<file path="src/verilog/dec_cfg.svh">
`ifndef DEC_CFG_SVH
`define DEC_CFG_SVH

// instruction word width, also the immediate width
`define DEC_INST_W 32

// register index width
`define DEC_REG_W 5

// stages from inst_i to the registered outputs
`define DEC_DEPTH 3

`endif

</file>
<file path="src/verilog/rv_isa_pkg.sv">
`default_nettype none

package rv_isa_pkg;

    // base major opcodes, bits 6:0
    typedef enum logic [6:0] {
        OPC_LOAD   = 7'b0000011,
        OPC_STORE  = 7'b0100011,
        OPC_OP_IMM = 7'b0010011,
        OPC_OP     = 7'b0110011,
        OPC_LUI    = 7'b0110111,
        OPC_AUIPC  = 7'b0010111,
        OPC_BRANCH = 7'b1100011,
        OPC_JAL    = 7'b1101111,
        OPC_JALR   = 7'b1100111
    } opcode_e;

    typedef enum logic [3:0] {
        MAJ_LOAD,
        MAJ_STORE,
        MAJ_OP_IMM,
        MAJ_OP,
        MAJ_LUI,
        MAJ_AUIPC,
        MAJ_BRANCH,
        MAJ_JAL,
        MAJ_JALR,
        MAJ_OTHER
    } major_e;

    typedef enum logic [5:0] {
        OP_ILLEGAL,
        OP_LUI, OP_AUIPC, OP_JAL, OP_JALR,
        OP_BEQ, OP_BNE, OP_BLT, OP_BGE, OP_BLTU, OP_BGEU,
        OP_LB, OP_LH, OP_LW, OP_LBU, OP_LHU,
        OP_SB, OP_SH, OP_SW,
        OP_ADDI, OP_SLTI, OP_SLTIU, OP_XORI, OP_ORI, OP_ANDI,
        OP_SLLI, OP_SRLI, OP_SRAI,
        OP_ADD, OP_SUB, OP_SLL, OP_SLT, OP_SLTU,
        OP_XOR, OP_SRL, OP_SRA, OP_OR, OP_AND
    } op_e;

    typedef enum logic [2:0] {
        CLS_UPPER,
        CLS_JUMP,
        CLS_BRANCH,
        CLS_LOAD,
        CLS_STORE,
        CLS_IMM,
        CLS_REG,
        CLS_NONE
    } class_e;

endpackage

`default_nettype wire

</file>
<file path="src/verilog/dec_pipe_pkg.sv">
`default_nettype none

`include "dec_cfg.svh"

package dec_pipe_pkg;

    // instruction fields in word order, msb first
    typedef struct packed {
        logic [6:0]            funct7;
        logic [`DEC_REG_W-1:0] rs2;
        logic [`DEC_REG_W-1:0] rs1;
        logic [2:0]            funct3;
        logic [`DEC_REG_W-1:0] rd;
        logic [6:0]            opcode;
    } fields_t;

endpackage

`default_nettype wire

</file>
<file path="src/verilog/dec_stage_if.sv">
`timescale 1ns/1ps
`default_nettype none

`include "dec_cfg.svh"

// stage 1 to stage 2
interface dec_fields_if;
    logic                    valid;
    logic [`DEC_INST_W-1:0]  inst;
    dec_pipe_pkg::fields_t   fields;

    modport src (output valid, inst, fields);
    modport dst (input  valid, inst, fields);
endinterface

// stage 2 to stage 3
interface dec_predec_if;
    logic                    valid;
    logic [`DEC_INST_W-1:0]  inst;
    rv_isa_pkg::major_e      major;
    logic [2:0]              funct3;
    logic                    f7_zero;
    logic                    f7_alt;
    logic [`DEC_REG_W-1:0]   rs1;
    logic [`DEC_REG_W-1:0]   rs2;
    logic [`DEC_REG_W-1:0]   rd;
    logic [`DEC_INST_W-1:0]  imm;

    modport src (output valid, inst, major, funct3, f7_zero, f7_alt,
                 rs1, rs2, rd, imm);
    modport dst (input  valid, inst, major, funct3, f7_zero, f7_alt,
                 rs1, rs2, rd, imm);
endinterface

`default_nettype wire

</file>
<file path="src/verilog/dec_imm_extract.sv">
`timescale 1ns/1ps
`default_nettype none

`include "dec_cfg.svh"

module dec_imm_extract (
    input  wire [`DEC_INST_W-1:0]  inst_i,
    input  wire rv_isa_pkg::major_e major_i,
    output logic [`DEC_INST_W-1:0] imm_o
);

    always_comb begin
        case (major_i)
            // I format, shifts keep funct7 in the upper bits
            rv_isa_pkg::MAJ_LOAD,
            rv_isa_pkg::MAJ_JALR,
            rv_isa_pkg::MAJ_OP_IMM:
                imm_o = {{(`DEC_INST_W-12){inst_i[31]}}, inst_i[31:20]};
            rv_isa_pkg::MAJ_STORE:
                imm_o = {{(`DEC_INST_W-12){inst_i[31]}}, inst_i[31:25], inst_i[11:7]};
            rv_isa_pkg::MAJ_BRANCH:
                imm_o = {{(`DEC_INST_W-13){inst_i[31]}}, inst_i[31], inst_i[7],
                         inst_i[30:25], inst_i[11:8], 1'b0};
            rv_isa_pkg::MAJ_LUI,
            rv_isa_pkg::MAJ_AUIPC:
                imm_o = {inst_i[31:12], 12'b0};
            rv_isa_pkg::MAJ_JAL:
                imm_o = {{(`DEC_INST_W-21){inst_i[31]}}, inst_i[31], inst_i[19:12],
                         inst_i[20], inst_i[30:21], 1'b0};
            // register ops and anything unmatched
            default:
                imm_o = '0;
        endcase
    end

endmodule

`default_nettype wire

</file>
<file path="src/verilog/dec_field_capture.sv">
`timescale 1ns/1ps
`default_nettype none

`include "dec_cfg.svh"

module dec_field_capture (
    input  wire                    hclk,
    input  wire                    hrstn,
    input  wire                    stall_i,
    input  wire                    inst_valid_i,
    input  wire [`DEC_INST_W-1:0]  inst_i,
    dec_fields_if.src              fld_o
);

    always_ff @(posedge hclk or negedge hrstn) begin
        if (!hrstn) begin
            fld_o.valid <= 1'b0;
        end else if (!stall_i) begin
            fld_o.valid <= inst_valid_i;
        end
    end

    // word and its slices, loaded only on accept
    always_ff @(posedge hclk) begin
        if (!stall_i && inst_valid_i) begin
            fld_o.inst          <= inst_i;
            fld_o.fields.funct7 <= inst_i[31:25];
            fld_o.fields.rs2    <= inst_i[24:20];
            fld_o.fields.rs1    <= inst_i[19:15];
            fld_o.fields.funct3 <= inst_i[14:12];
            fld_o.fields.rd     <= inst_i[11:7];
            fld_o.fields.opcode <= inst_i[6:0];
        end
    end

    // stage 1 frozen on a stalled edge
    a_hold_on_stall: assert property (
        @(posedge hclk) disable iff (!hrstn)
        stall_i |=> $stable(fld_o.valid) && (!fld_o.valid || $stable(fld_o.fields))
    );

endmodule

`default_nettype wire

</file>
<file path="src/verilog/dec_major_decode.sv">
`timescale 1ns/1ps
`default_nettype none

`include "dec_cfg.svh"

module dec_major_decode (
    input  wire         hclk,
    input  wire         hrstn,
    input  wire         stall_i,
    dec_fields_if.dst   fld_i,
    dec_predec_if.src   pre_o
);

    rv_isa_pkg::major_e      major;
    logic                    f7_zero;
    logic                    f7_alt;
    logic [`DEC_INST_W-1:0]  imm;

    always_comb begin
        case (fld_i.fields.opcode)
            rv_isa_pkg::OPC_LOAD:   major = rv_isa_pkg::MAJ_LOAD;
            rv_isa_pkg::OPC_STORE:  major = rv_isa_pkg::MAJ_STORE;
            rv_isa_pkg::OPC_OP_IMM: major = rv_isa_pkg::MAJ_OP_IMM;
            rv_isa_pkg::OPC_OP:     major = rv_isa_pkg::MAJ_OP;
            rv_isa_pkg::OPC_LUI:    major = rv_isa_pkg::MAJ_LUI;
            rv_isa_pkg::OPC_AUIPC:  major = rv_isa_pkg::MAJ_AUIPC;
            rv_isa_pkg::OPC_BRANCH: major = rv_isa_pkg::MAJ_BRANCH;
            rv_isa_pkg::OPC_JAL:    major = rv_isa_pkg::MAJ_JAL;
            rv_isa_pkg::OPC_JALR:   major = rv_isa_pkg::MAJ_JALR;
            // system, fence and unknown opcodes
            default:                major = rv_isa_pkg::MAJ_OTHER;
        endcase
    end

    // the only two funct7 patterns stage 3 accepts
    assign f7_zero = (fld_i.fields.funct7 == 7'b0000000);
    assign f7_alt  = (fld_i.fields.funct7 == 7'b0100000);

    dec_imm_extract i_imm_extract (
        .inst_i  (fld_i.inst),
        .major_i (major),
        .imm_o   (imm)
    );

    always_ff @(posedge hclk or negedge hrstn) begin
        if (!hrstn) begin
            pre_o.valid <= 1'b0;
        end else if (!stall_i) begin
            pre_o.valid <= fld_i.valid;
        end
    end

    always_ff @(posedge hclk) begin
        if (!stall_i && fld_i.valid) begin
            pre_o.inst    <= fld_i.inst;
            pre_o.major   <= major;
            pre_o.funct3  <= fld_i.fields.funct3;
            pre_o.f7_zero <= f7_zero;
            pre_o.f7_alt  <= f7_alt;
            pre_o.rs1     <= fld_i.fields.rs1;
            pre_o.rs2     <= fld_i.fields.rs2;
            pre_o.rd      <= fld_i.fields.rd;
            pre_o.imm     <= imm;
        end
    end

endmodule

`default_nettype wire

</file>
<file path="src/verilog/dec_op_select.sv">
`timescale 1ns/1ps
`default_nettype none

`include "dec_cfg.svh"

module dec_op_select (
    input  wire                      hclk,
    input  wire                      hrstn,
    input  wire                      stall_i,
    dec_predec_if.dst                pre_i,
    output logic                     out_valid_o,
    output logic [`DEC_INST_W-1:0]   out_inst_o,
    output rv_isa_pkg::op_e          op_o,
    output rv_isa_pkg::class_e       class_o,
    output logic [`DEC_REG_W-1:0]    rs1_o,
    output logic [`DEC_REG_W-1:0]    rs2_o,
    output logic [`DEC_REG_W-1:0]    rd_o,
    output logic [`DEC_INST_W-1:0]   imm_o
);

    rv_isa_pkg::op_e     op;
    rv_isa_pkg::class_e  cls;

    always_comb begin
        op = rv_isa_pkg::OP_ILLEGAL;
        case (pre_i.major)
            rv_isa_pkg::MAJ_LUI:   op = rv_isa_pkg::OP_LUI;
            rv_isa_pkg::MAJ_AUIPC: op = rv_isa_pkg::OP_AUIPC;
            rv_isa_pkg::MAJ_JAL:   op = rv_isa_pkg::OP_JAL;
            rv_isa_pkg::MAJ_JALR: begin
                if (pre_i.funct3 == 3'b000) begin
                    op = rv_isa_pkg::OP_JALR;
                end
            end
            rv_isa_pkg::MAJ_BRANCH: begin
                case (pre_i.funct3)
                    3'b000:  op = rv_isa_pkg::OP_BEQ;
                    3'b001:  op = rv_isa_pkg::OP_BNE;
                    3'b100:  op = rv_isa_pkg::OP_BLT;
                    3'b101:  op = rv_isa_pkg::OP_BGE;
                    3'b110:  op = rv_isa_pkg::OP_BLTU;
                    3'b111:  op = rv_isa_pkg::OP_BGEU;
                    default: op = rv_isa_pkg::OP_ILLEGAL;
                endcase
            end
            rv_isa_pkg::MAJ_LOAD: begin
                case (pre_i.funct3)
                    3'b000:  op = rv_isa_pkg::OP_LB;
                    3'b001:  op = rv_isa_pkg::OP_LH;
                    3'b010:  op = rv_isa_pkg::OP_LW;
                    3'b100:  op = rv_isa_pkg::OP_LBU;
                    3'b101:  op = rv_isa_pkg::OP_LHU;
                    default: op = rv_isa_pkg::OP_ILLEGAL;
                endcase
            end
            rv_isa_pkg::MAJ_STORE: begin
                case (pre_i.funct3)
                    3'b000:  op = rv_isa_pkg::OP_SB;
                    3'b001:  op = rv_isa_pkg::OP_SH;
                    3'b010:  op = rv_isa_pkg::OP_SW;
                    default: op = rv_isa_pkg::OP_ILLEGAL;
                endcase
            end
            rv_isa_pkg::MAJ_OP_IMM: begin
                case (pre_i.funct3)
                    3'b000: op = rv_isa_pkg::OP_ADDI;
                    3'b010: op = rv_isa_pkg::OP_SLTI;
                    3'b011: op = rv_isa_pkg::OP_SLTIU;
                    3'b100: op = rv_isa_pkg::OP_XORI;
                    3'b110: op = rv_isa_pkg::OP_ORI;
                    3'b111: op = rv_isa_pkg::OP_ANDI;
                    // shifts also check the funct7 part of the immediate
                    3'b001: begin
                        if (pre_i.f7_zero) begin
                            op = rv_isa_pkg::OP_SLLI;
                        end
                    end
                    default: begin
                        if (pre_i.f7_zero) begin
                            op = rv_isa_pkg::OP_SRLI;
                        end else if (pre_i.f7_alt) begin
                            op = rv_isa_pkg::OP_SRAI;
                        end
                    end
                endcase
            end
            rv_isa_pkg::MAJ_OP: begin
                if (pre_i.f7_zero) begin
                    case (pre_i.funct3)
                        3'b000:  op = rv_isa_pkg::OP_ADD;
                        3'b001:  op = rv_isa_pkg::OP_SLL;
                        3'b010:  op = rv_isa_pkg::OP_SLT;
                        3'b011:  op = rv_isa_pkg::OP_SLTU;
                        3'b100:  op = rv_isa_pkg::OP_XOR;
                        3'b101:  op = rv_isa_pkg::OP_SRL;
                        3'b110:  op = rv_isa_pkg::OP_OR;
                        default: op = rv_isa_pkg::OP_AND;
                    endcase
                end else if (pre_i.f7_alt) begin
                    // only sub and sra use the alternate encoding
                    if (pre_i.funct3 == 3'b000) begin
                        op = rv_isa_pkg::OP_SUB;
                    end else if (pre_i.funct3 == 3'b101) begin
                        op = rv_isa_pkg::OP_SRA;
                    end
                end
            end
            default: op = rv_isa_pkg::OP_ILLEGAL;
        endcase
    end

    always_comb begin
        case (op)
            rv_isa_pkg::OP_LUI, rv_isa_pkg::OP_AUIPC:
                cls = rv_isa_pkg::CLS_UPPER;
            rv_isa_pkg::OP_JAL, rv_isa_pkg::OP_JALR:
                cls = rv_isa_pkg::CLS_JUMP;
            rv_isa_pkg::OP_BEQ, rv_isa_pkg::OP_BNE, rv_isa_pkg::OP_BLT,
            rv_isa_pkg::OP_BGE, rv_isa_pkg::OP_BLTU, rv_isa_pkg::OP_BGEU:
                cls = rv_isa_pkg::CLS_BRANCH;
            rv_isa_pkg::OP_LB, rv_isa_pkg::OP_LH, rv_isa_pkg::OP_LW,
            rv_isa_pkg::OP_LBU, rv_isa_pkg::OP_LHU:
                cls = rv_isa_pkg::CLS_LOAD;
            rv_isa_pkg::OP_SB, rv_isa_pkg::OP_SH, rv_isa_pkg::OP_SW:
                cls = rv_isa_pkg::CLS_STORE;
            rv_isa_pkg::OP_ADDI, rv_isa_pkg::OP_SLTI, rv_isa_pkg::OP_SLTIU,
            rv_isa_pkg::OP_XORI, rv_isa_pkg::OP_ORI, rv_isa_pkg::OP_ANDI,
            rv_isa_pkg::OP_SLLI, rv_isa_pkg::OP_SRLI, rv_isa_pkg::OP_SRAI:
                cls = rv_isa_pkg::CLS_IMM;
            rv_isa_pkg::OP_ILLEGAL:
                cls = rv_isa_pkg::CLS_NONE;
            default:
                cls = rv_isa_pkg::CLS_REG;
        endcase
    end

    always_ff @(posedge hclk or negedge hrstn) begin
        if (!hrstn) begin
            out_valid_o <= 1'b0;
            op_o        <= rv_isa_pkg::OP_ILLEGAL;
            class_o     <= rv_isa_pkg::CLS_NONE;
        end else if (!stall_i) begin
            out_valid_o <= pre_i.valid;
            if (pre_i.valid) begin
                op_o    <= op;
                class_o <= cls;
            end
        end
    end

    // payload outputs hold between instructions
    always_ff @(posedge hclk) begin
        if (!stall_i && pre_i.valid) begin
            out_inst_o <= pre_i.inst;
            rs1_o      <= pre_i.rs1;
            rs2_o      <= pre_i.rs2;
            rd_o       <= pre_i.rd;
            imm_o      <= pre_i.imm;
        end
    end

    a_class_matches_op: assert property (
        @(posedge hclk) disable iff (!hrstn)
        out_valid_o |-> ((class_o == rv_isa_pkg::CLS_NONE) == (op_o == rv_isa_pkg::OP_ILLEGAL))
    );

endmodule

`default_nettype wire

</file>
<file path="src/verilog/dec_top.sv">
`timescale 1ns/1ps
`default_nettype none

`include "dec_cfg.svh"

module dec_top (
    input  wire                      hclk,
    input  wire                      hrstn,
    input  wire                      stall_i,
    input  wire                      inst_valid_i,
    input  wire [`DEC_INST_W-1:0]    inst_i,
    output logic                     out_valid_o,
    output logic [`DEC_INST_W-1:0]   out_inst_o,
    output rv_isa_pkg::op_e          op_o,
    output rv_isa_pkg::class_e       class_o,
    output logic [`DEC_REG_W-1:0]    rs1_o,
    output logic [`DEC_REG_W-1:0]    rs2_o,
    output logic [`DEC_REG_W-1:0]    rd_o,
    output logic [`DEC_INST_W-1:0]   imm_o
);

    dec_fields_if i_fields_if ();
    dec_predec_if i_predec_if ();

    // stage 1
    dec_field_capture i_field_capture (
        .hclk         (hclk),
        .hrstn        (hrstn),
        .stall_i      (stall_i),
        .inst_valid_i (inst_valid_i),
        .inst_i       (inst_i),
        .fld_o        (i_fields_if.src)
    );

    // stage 2
    dec_major_decode i_major_decode (
        .hclk    (hclk),
        .hrstn   (hrstn),
        .stall_i (stall_i),
        .fld_i   (i_fields_if.dst),
        .pre_o   (i_predec_if.src)
    );

    // stage 3
    dec_op_select i_op_select (
        .hclk        (hclk),
        .hrstn       (hrstn),
        .stall_i     (stall_i),
        .pre_i       (i_predec_if.dst),
        .out_valid_o (out_valid_o),
        .out_inst_o  (out_inst_o),
        .op_o        (op_o),
        .class_o     (class_o),
        .rs1_o       (rs1_o),
        .rs2_o       (rs2_o),
        .rd_o        (rd_o),
        .imm_o       (imm_o)
    );

endmodule

`default_nettype wire

</file>
<file path="config.mk">
export PLATFORM = sky130hd
export DESIGN_NAME = dec_top
export DESIGN_NICKNAME = d
export VERILOG_FILES = /design/src/verilog/rv_isa_pkg.sv /design/src/verilog/dec_pipe_pkg.sv /design/src/verilog/dec_stage_if.sv /design/src/verilog/dec_imm_extract.sv /design/src/verilog/dec_field_capture.sv /design/src/verilog/dec_major_decode.sv /design/src/verilog/dec_op_select.sv /design/src/verilog/dec_top.sv
export VERILOG_INCLUDE_DIRS = /design/src /design/src/verilog
export SDC_FILE = /design/constraint.sdc
export NUM_CORES = 1
export LEC_CHECK = 0
export BUFFER_PORTS_ARGS = -buffer_cell sky130_fd_sc_hd__buf_2
export CAP_MARGIN = 20
export CORE_MARGIN = 10
export CORE_UTILIZATION = 35
export DETAILED_ROUTE_END_ITERATION = 8
export GPL_ROUTABILITY_DRIVEN = 0
export MAX_ROUTING_LAYER = met4
export PLACE_DENSITY = 0.53
export SYNTH_ARGS = -nofsm -noshare
export SYNTH_HDL_FRONTEND = slang
export SYNTH_SLANG_ARGS = --single-unit
</file>
<file path="constraint.sdc">
create_clock -name hclk -period 4.52 [get_ports hclk]
set_input_delay 0.452 -clock hclk [delete_from_list [all_inputs] [get_ports hclk]]
set_output_delay 0.452 -clock hclk [all_outputs]
set_load 0.02 [all_outputs]
</file>
==> flow_metrics.tcl, run 1 <==
set metrics [dict create \
    pin_count 125 \
    final_cell_area_um2 8224 \
    finish.utilization 0.4339 \
    hold_start "inst_i[17]" \
    grt_pass1_wl_mm 22.35 \
    seq_area_frac_synth 0.7763 \
    synth_edf_count 166 \
    tightest_slew_ps 1010 \
    clock_power_share 0.412 \
    avgSynthCellArea_um2 16.03 \
    rsz0062_at_grt "false" \
    max-vdd-ir-drop_v 0.0002453 \
    drv_cap 0 \
    final.setup_skew_ps 14.29 \
    ys_seq_elements 178 \
    wirelength_mm 14.53 \
    cts.clk_slew.worst_paths_ps 70 \
    syn-num-nets 464 \
    preCtsSetupSlack_ps 1792 \
    ant_nets 0 \
    post_cts_resized 0 \
    viasPerCell 4.817 \
    synthFlopType "edfxtp_1" \
    finalMaxSlewViolations 0 \
    leakagePower_nw 3.220 \
    die_w_um 159.5 \
    syn-instance-count 425 \
    vias 3916 \
    layout_min_cycle_time_ps 2566 \
    grt_max_degree 44 \
    die_height_um 159.5 \
    pwr-share-comb 0.061 \
    cp-startpoint "i_major_decode.pre_o.funct3[1]" \
    hold-worst-slack_ps 194.3 \
    ys_types 55 \
    critPathKind "reg2reg" \
    dr.pass1.iters 5 \
    maxSlewHeadroom 0.3208 \
    dp_cells 779 \
    h-tree-depth 4 \
    syn_to_final_growth_pct 20.72 \
    hold_class "in2reg" \
    place_area_um2 7574 \
    fillers 1719 \
    overflow 0 \
    async_flop_share 0.06742 \
    worstSetupEndpointType "flip-flop" \
    dieArea_um2 25450 \
    grt_pass1_vias 3927 \
    antenna_found_initial 0 \
    fin_ws_ps 1954 \
    p_seq_frac 0.527 \
    drive_gt1_frac 0.3183 \
    grt.total_usage 0.1165 \
    power_density_nw_per_um2 451.1 \
    tns_ps 0 \
    start_util 0.3594 \
    place.port_buffers 124 \
    final_cells 813 \
    cts_tree "yes" \
    dp_hpwl_mm 10.08 \
    finalHoldViolCount 0 \
    rows 50 \
    drt_iter0_drc 417 \
    cts_sinks 178 \
    insertion_delay_ps 430 \
    syn_area_um2 6813 \
    routedWlPerCell_um 17.87 \
    ctsLongestPathBuffers 2 \
    critPathLaunchType "flip-flop" \
    diodes 0 \
    r2r-start "i_major_decode.pre_o.funct3[1]" \
    cp_data_arrival_time_ps 2910 \
    crit_fanout 22 \
    intPower_mw 2.864 \
    core_area_um2 18960 \
    crit_required_ps 4860 \
    fmax_ghz 0.3896 \
    fin_nets 579 \
    cts_made_buffers 17 \
    finalCritPeriodShare 0.5678 \
    power_switching_uw 845.5 \
    cts-root-buf "clkbuf_16" \
    status "completed" \
    finalSetupViolCount 0 \
    drc 0 \
    sw_frac_of_total 0.2279 \
    yosys_warnings 0 \
    power_mw 3.710 \
]
critical path: stages, from the launching register on:
cell and delay [ps]:
edfxtp_1 700, nand2b_1 280, or4_1 440, a31oi_1 180, nand2_1 70, o221a_2 160, ha_1 250, a21o_1 160
a21oi_1 150, o211ai_2 100
cells in the mapped netlist, drive strengths merged (9+ instances only):
library cell  count  area (µm²)
inv              12       45.04
o21ai            19       95.09
a21oi            14       70.07
nor2             15       56.30
nand3             9       50.05
nand2            26       97.59
buf              28       207.7
nor3              9       45.04
dfrtp             9       225.2
a21o             23       172.7
edfxtp          166        4985
and2              9       56.30
worst paths after layout:
check                      slack, ps                               end  cells after the start
min                              190  i_field_capture.fld_o.fields[17]                      1
min reg2reg                      420              i_op_select.rs2_o[0]                      0
min in group asynchronous        440           i_op_select.out_valid_o                      2
max                             1950            i_op_select.class_o[0]                      9
max reg2reg                     1950            i_op_select.class_o[0]                      9
max in group asynchronous       3810            i_op_select.class_o[0]                      2
power groups by stage:
stage	Clock, mW	Combinational (mW)	Sequential, mW
after floorplan	0	0.110	2.02
after global placement	0	0.225	1.99
after detailed placement	0	0.229	1.99
after CTS	1.57	0.230	1.96
after global routing	1.64	0.247	1.97
final	1.53	0.225	1.96
flip-flops by register name (all words and copies together) (netlist names), 2 cells and up:
name                          flops
i_op_select.rd_o                  4
i_op_select.rs1_o                 4
i_field_capture.fld_o.fields     27
i_op_select.op_o                  6
i_op_select.rs2_o                 4
i_major_decode.pre_o.major        4
i_op_select.imm_o                32
i_major_decode.pre_o.rd           4
i_op_select.out_inst_o           20
i_major_decode.pre_o.imm         32
i_major_decode.pre_o.inst        18
i_field_capture.fld_o.inst        5
i_major_decode.pre_o.rs1          4
i_op_select.class_o               3
i_major_decode.pre_o.rs2          4
i_major_decode.pre_o.funct3       2
logic make-up (layout without fill, tap and decap cells):
family / Yosys count / in the layout / synth area share
flops: 178 / 178 / 0.7763
simple gates: 102 / 102 / 0.07805
compound gates: 89 / 89 / 0.08889
buf+inv: 46 / 174 / 0.04040
xor+xnor: 4 / 4 / 0.006246
fa+ha+maj: 3 / 3 / 0.005510
mux: 3 / 3 / 0.004591
cell type report:
class | instances | area, µm² | share of cell area
sequential | 178 | 5289 | 0.6431
tap | 260 | 325.3 | 0.03956
inverter | 12 | 45.04 | 0.005477
clock buffer | 17 | 425.4 | 0.05173
multi-input combinational | 201 | 1264 | 0.1537
timing repair buffer | 130 | 680.7 | 0.08276
clock inverter | 15 | 195.2 | 0.02373
what timing repair did:
item | 4_1_cts | 5_1_grt
endpoints found under the hold margin | 9 | 0
hold buffers | 1 | 0
setup buffers | 0 | 0
layer usage:
layer  vias to the layer above  part of all wire  GRT usage
li1                       1835                 -          -
met1                      1922              0.45     0.1471
met2                       140              0.48     0.1760
met3                        19             0.050    0.03098
met4                         0             0.013    0.04423
met5                         -                 0          -
cell usage in the layout (no fill, tap or decap), types with 5 or more instances in the layout:
| cell type | instances |
|---|---|
| nor2b_1 | 5 |
| and2_1 | 9 |
| nand2b_1 | 7 |
| nor3_1 | 9 |
| a22o_1 | 5 |
| and3_1 | 7 |
| a21o_1 | 23 |
| o22ai_1 | 5 |
| nor2_1 | 15 |
| edfxtp_1 | 166 |
| clkbuf_16 | 17 |
| a21oi_1 | 14 |
| nand3_1 | 8 |
| dfrtp_1 | 9 |
| a31oi_1 | 5 |
| buf_2 | 124 |
| inv_1 | 11 |
| nand2_1 | 26 |
| o21ai_0 | 18 |
Note: power is estimated with default switching activity, not from simulation.
==> run 2, diff against run 1 <==
==> constraint.sdc (replaced) <==
create_clock -name hclk -period 2.5 [get_ports hclk]
set_input_delay 0.25 -clock hclk [delete_from_list [all_inputs] [get_ports hclk]]
set_output_delay 0.25 -clock hclk [all_outputs]
set_load 0.02 [all_outputs]
==> flow_metrics.tcl, run 2 (synthesized netlist as in run 1, its figures left out) <==
set metrics [dict create \
    final.setup_skew_ps 22.75 \
    h-tree-depth 4 \
    cts.clk_slew.worst_paths_ps 70 \
    routedWlPerCell_um 17.23 \
    fin_nets 611 \
    final_common_cell "edfxtp_1" \
    finalHoldViolCount 0 \
    finalMaxSlewViolations 0 \
    ff2ff_setup_slack_ps 170 \
    ctsLongestPathBuffers 2 \
    cts_setup_buffers 0 \
    drive_gt1_frac 0.3151 \
    dieArea_um2 25450 \
    cts_made_buffers 17 \
    critPathLaunchType "flip-flop" \
    drt_iter0_drc 636 \
    wirelength_mm 14.56 \
    crit_fanout 15 \
    path_cells "nand2b_1 > or4_1 > a31oi_1 > nand2_1 > o221a_2 > ha_1 > a21o_1 > a21oi_1 > o211ai_2" \
    die_w_um 159.5 \
    rsz0062_at_grt "false" \
    tns_ps 0 \
    r2r-start "i_major_decode.pre_o.funct3[0]" \
    antenna_found_initial 2 \
    cts_tree "yes" \
    core_area_um2 18960 \
    layout_min_cycle_time_ps 2332 \
    finalCritPeriodShare 0.9328 \
    dr.pass1.iters 5 \
    drv_cap 0 \
    place.port_buffers 124 \
    grt_pass1_vias 4116 \
    cp_data_arrival_time_ps 2660 \
    grt.total_usage 0.1171 \
    worstSetupEndpointType "flip-flop" \
    syn_to_final_growth_pct 25.23 \
    tightest_slew_ps 1074 \
    crit_required_ps 2830 \
    critPathTopFamily "compound AO/OA/AOI/OAI gates" \
    reg_top3 "i_major_decode.pre_o.imm (32), i_op_select.imm_o (32), i_field_capture.fld_o.fields (27)" \
    vias 4032 \
    power_density_nw_per_um2 779.0 \
    cts-root-buf "clkbuf_16" \
    final_cell_area_um2 8532 \
    viasPerCell 4.772 \
    critical-path-max-stage-delay_ps 610 \
    status "completed" \
    reg2reg_to "i_op_select.class_o[0]" \
    drc 0 \
    worstSetupEndpoint "i_op_select.class_o[0]" \
    fin_ws_ps 167.9 \
    preCtsSetupSlack_ps 221.2 \
    pin_count 125 \
    critPathKind "reg2reg" \
    hold_class "in2reg" \
    crit_buf_inv 0 \
    max-vdd-ir-drop_v 0.0004464 \
    dp_cells 788 \
    insertion_delay_ps 420 \
    ant_nets 0 \
    final_cell_mix "edfxtp_1 (166), buf_2 (124), nand2_1 (26)" \
    cts_sinks 178 \
    rr_worst_depth 9 \
    rows 50 \
    dp_hpwl_mm 9.826 \
    die_height_um 159.5 \
    overflow 0 \
    place_area_um2 7680 \
    leakagePower_nw 3.359 \
    start_util 0.3594 \
    cp_num_cells 9 \
    fmax_ghz 0.4288 \
    grt_max_degree 41 \
    finalSetupViolCount 0 \
    cp-startpoint "i_major_decode.pre_o.funct3[0]" \
    final_cells 845 \
    grt_pass1_wl_mm 22.83 \
    fillers 1708 \
    crit_slowest_cell "edfxtp_1" \
    maxSlewHeadroom 0.2776 \
]
run 2: changes by cell type in the layout (fill, tap and decap cells not counted), sizes merged:
cell	delta
inv	-1
clkinv	+2
dlygate4sd3	+24
bufinv	-1
clkinvlp	-1
diode	+1
buf	+8
run 2: worst min path at each step:
| stage | from | endpoint | depth (start not counted) |
|---|---|---|---|
| after floorplan | hrstn | i_field_capture.fld_o.valid | 0 |
| after CTS | inst_i[6] | i_field_capture.fld_o.inst[6] | 1 |
| after global placement | hrstn | i_op_select.out_valid_o | 1 |
| final | inst_i[6] | i_field_capture.fld_o.inst[6] | 1 |
| after global routing | inst_i[20] | i_field_capture.fld_o.fields[20] | 1 |
| after detailed placement | hrstn | i_op_select.out_valid_o | 1 |
run 2: layout make-up:
type / count / area, µm² / share of cell area
sequential: 178 / 5289 / 0.6199
multi-input combinational: 201 / 1269 / 0.1487
timing repair buffer: 162 / 1006 / 0.1179
clock buffer: 17 / 425.4 / 0.04986
tap: 260 / 325.3 / 0.03813
clock inverter: 14 / 168.9 / 0.01980
inverter: 12 / 46.29 / 0.005426
antenna: 1 / 2.502 / 0.0002933
run 2: what timing repair did:
action,CTS,global route
resized for setup,0,1
endpoints found under the setup margin,0,2
hold buffers,23,2
hold endpoints to repair,34,2
run 2: power by group:
| group | total [mW] | internal [mW] | switching [mW] |
|---|---|---|---|
| Combinational | 0.467 | 0.170 | 0.297 |
| Sequential | 3.52 | 3.44 | 0.0832 |
| Clock | 2.66 | 1.51 | 1.15 |
| Total | 6.65 | 5.12 | 1.53 |
run 2: layer usage:
layer | part of all wire | wire length, µm | global-route usage | up-vias
li1 | - | - | - | 1891
met2 | 0.48 | 6933 | 0.1767 | 149
met4 | 0.018 | 268 | 0.04886 | 0
met5 | 0 | 0 | - | -
met1 | 0.45 | 6545 | 0.1441 | 1978
met3 | 0.056 | 815 | 0.03460 | 14
run 2: through the flow:
stage	total power [mW]	utilization	hold slack, ps
floorplan	3.844	-	-45.59
global placement	4.024	0.4051	133.9
detailed placement	4.032	0.4051	143.6
CTS	6.746	0.4486	0.3972
global route	6.930	0.4501	0.5105
finish	6.646	0.4501	17.87
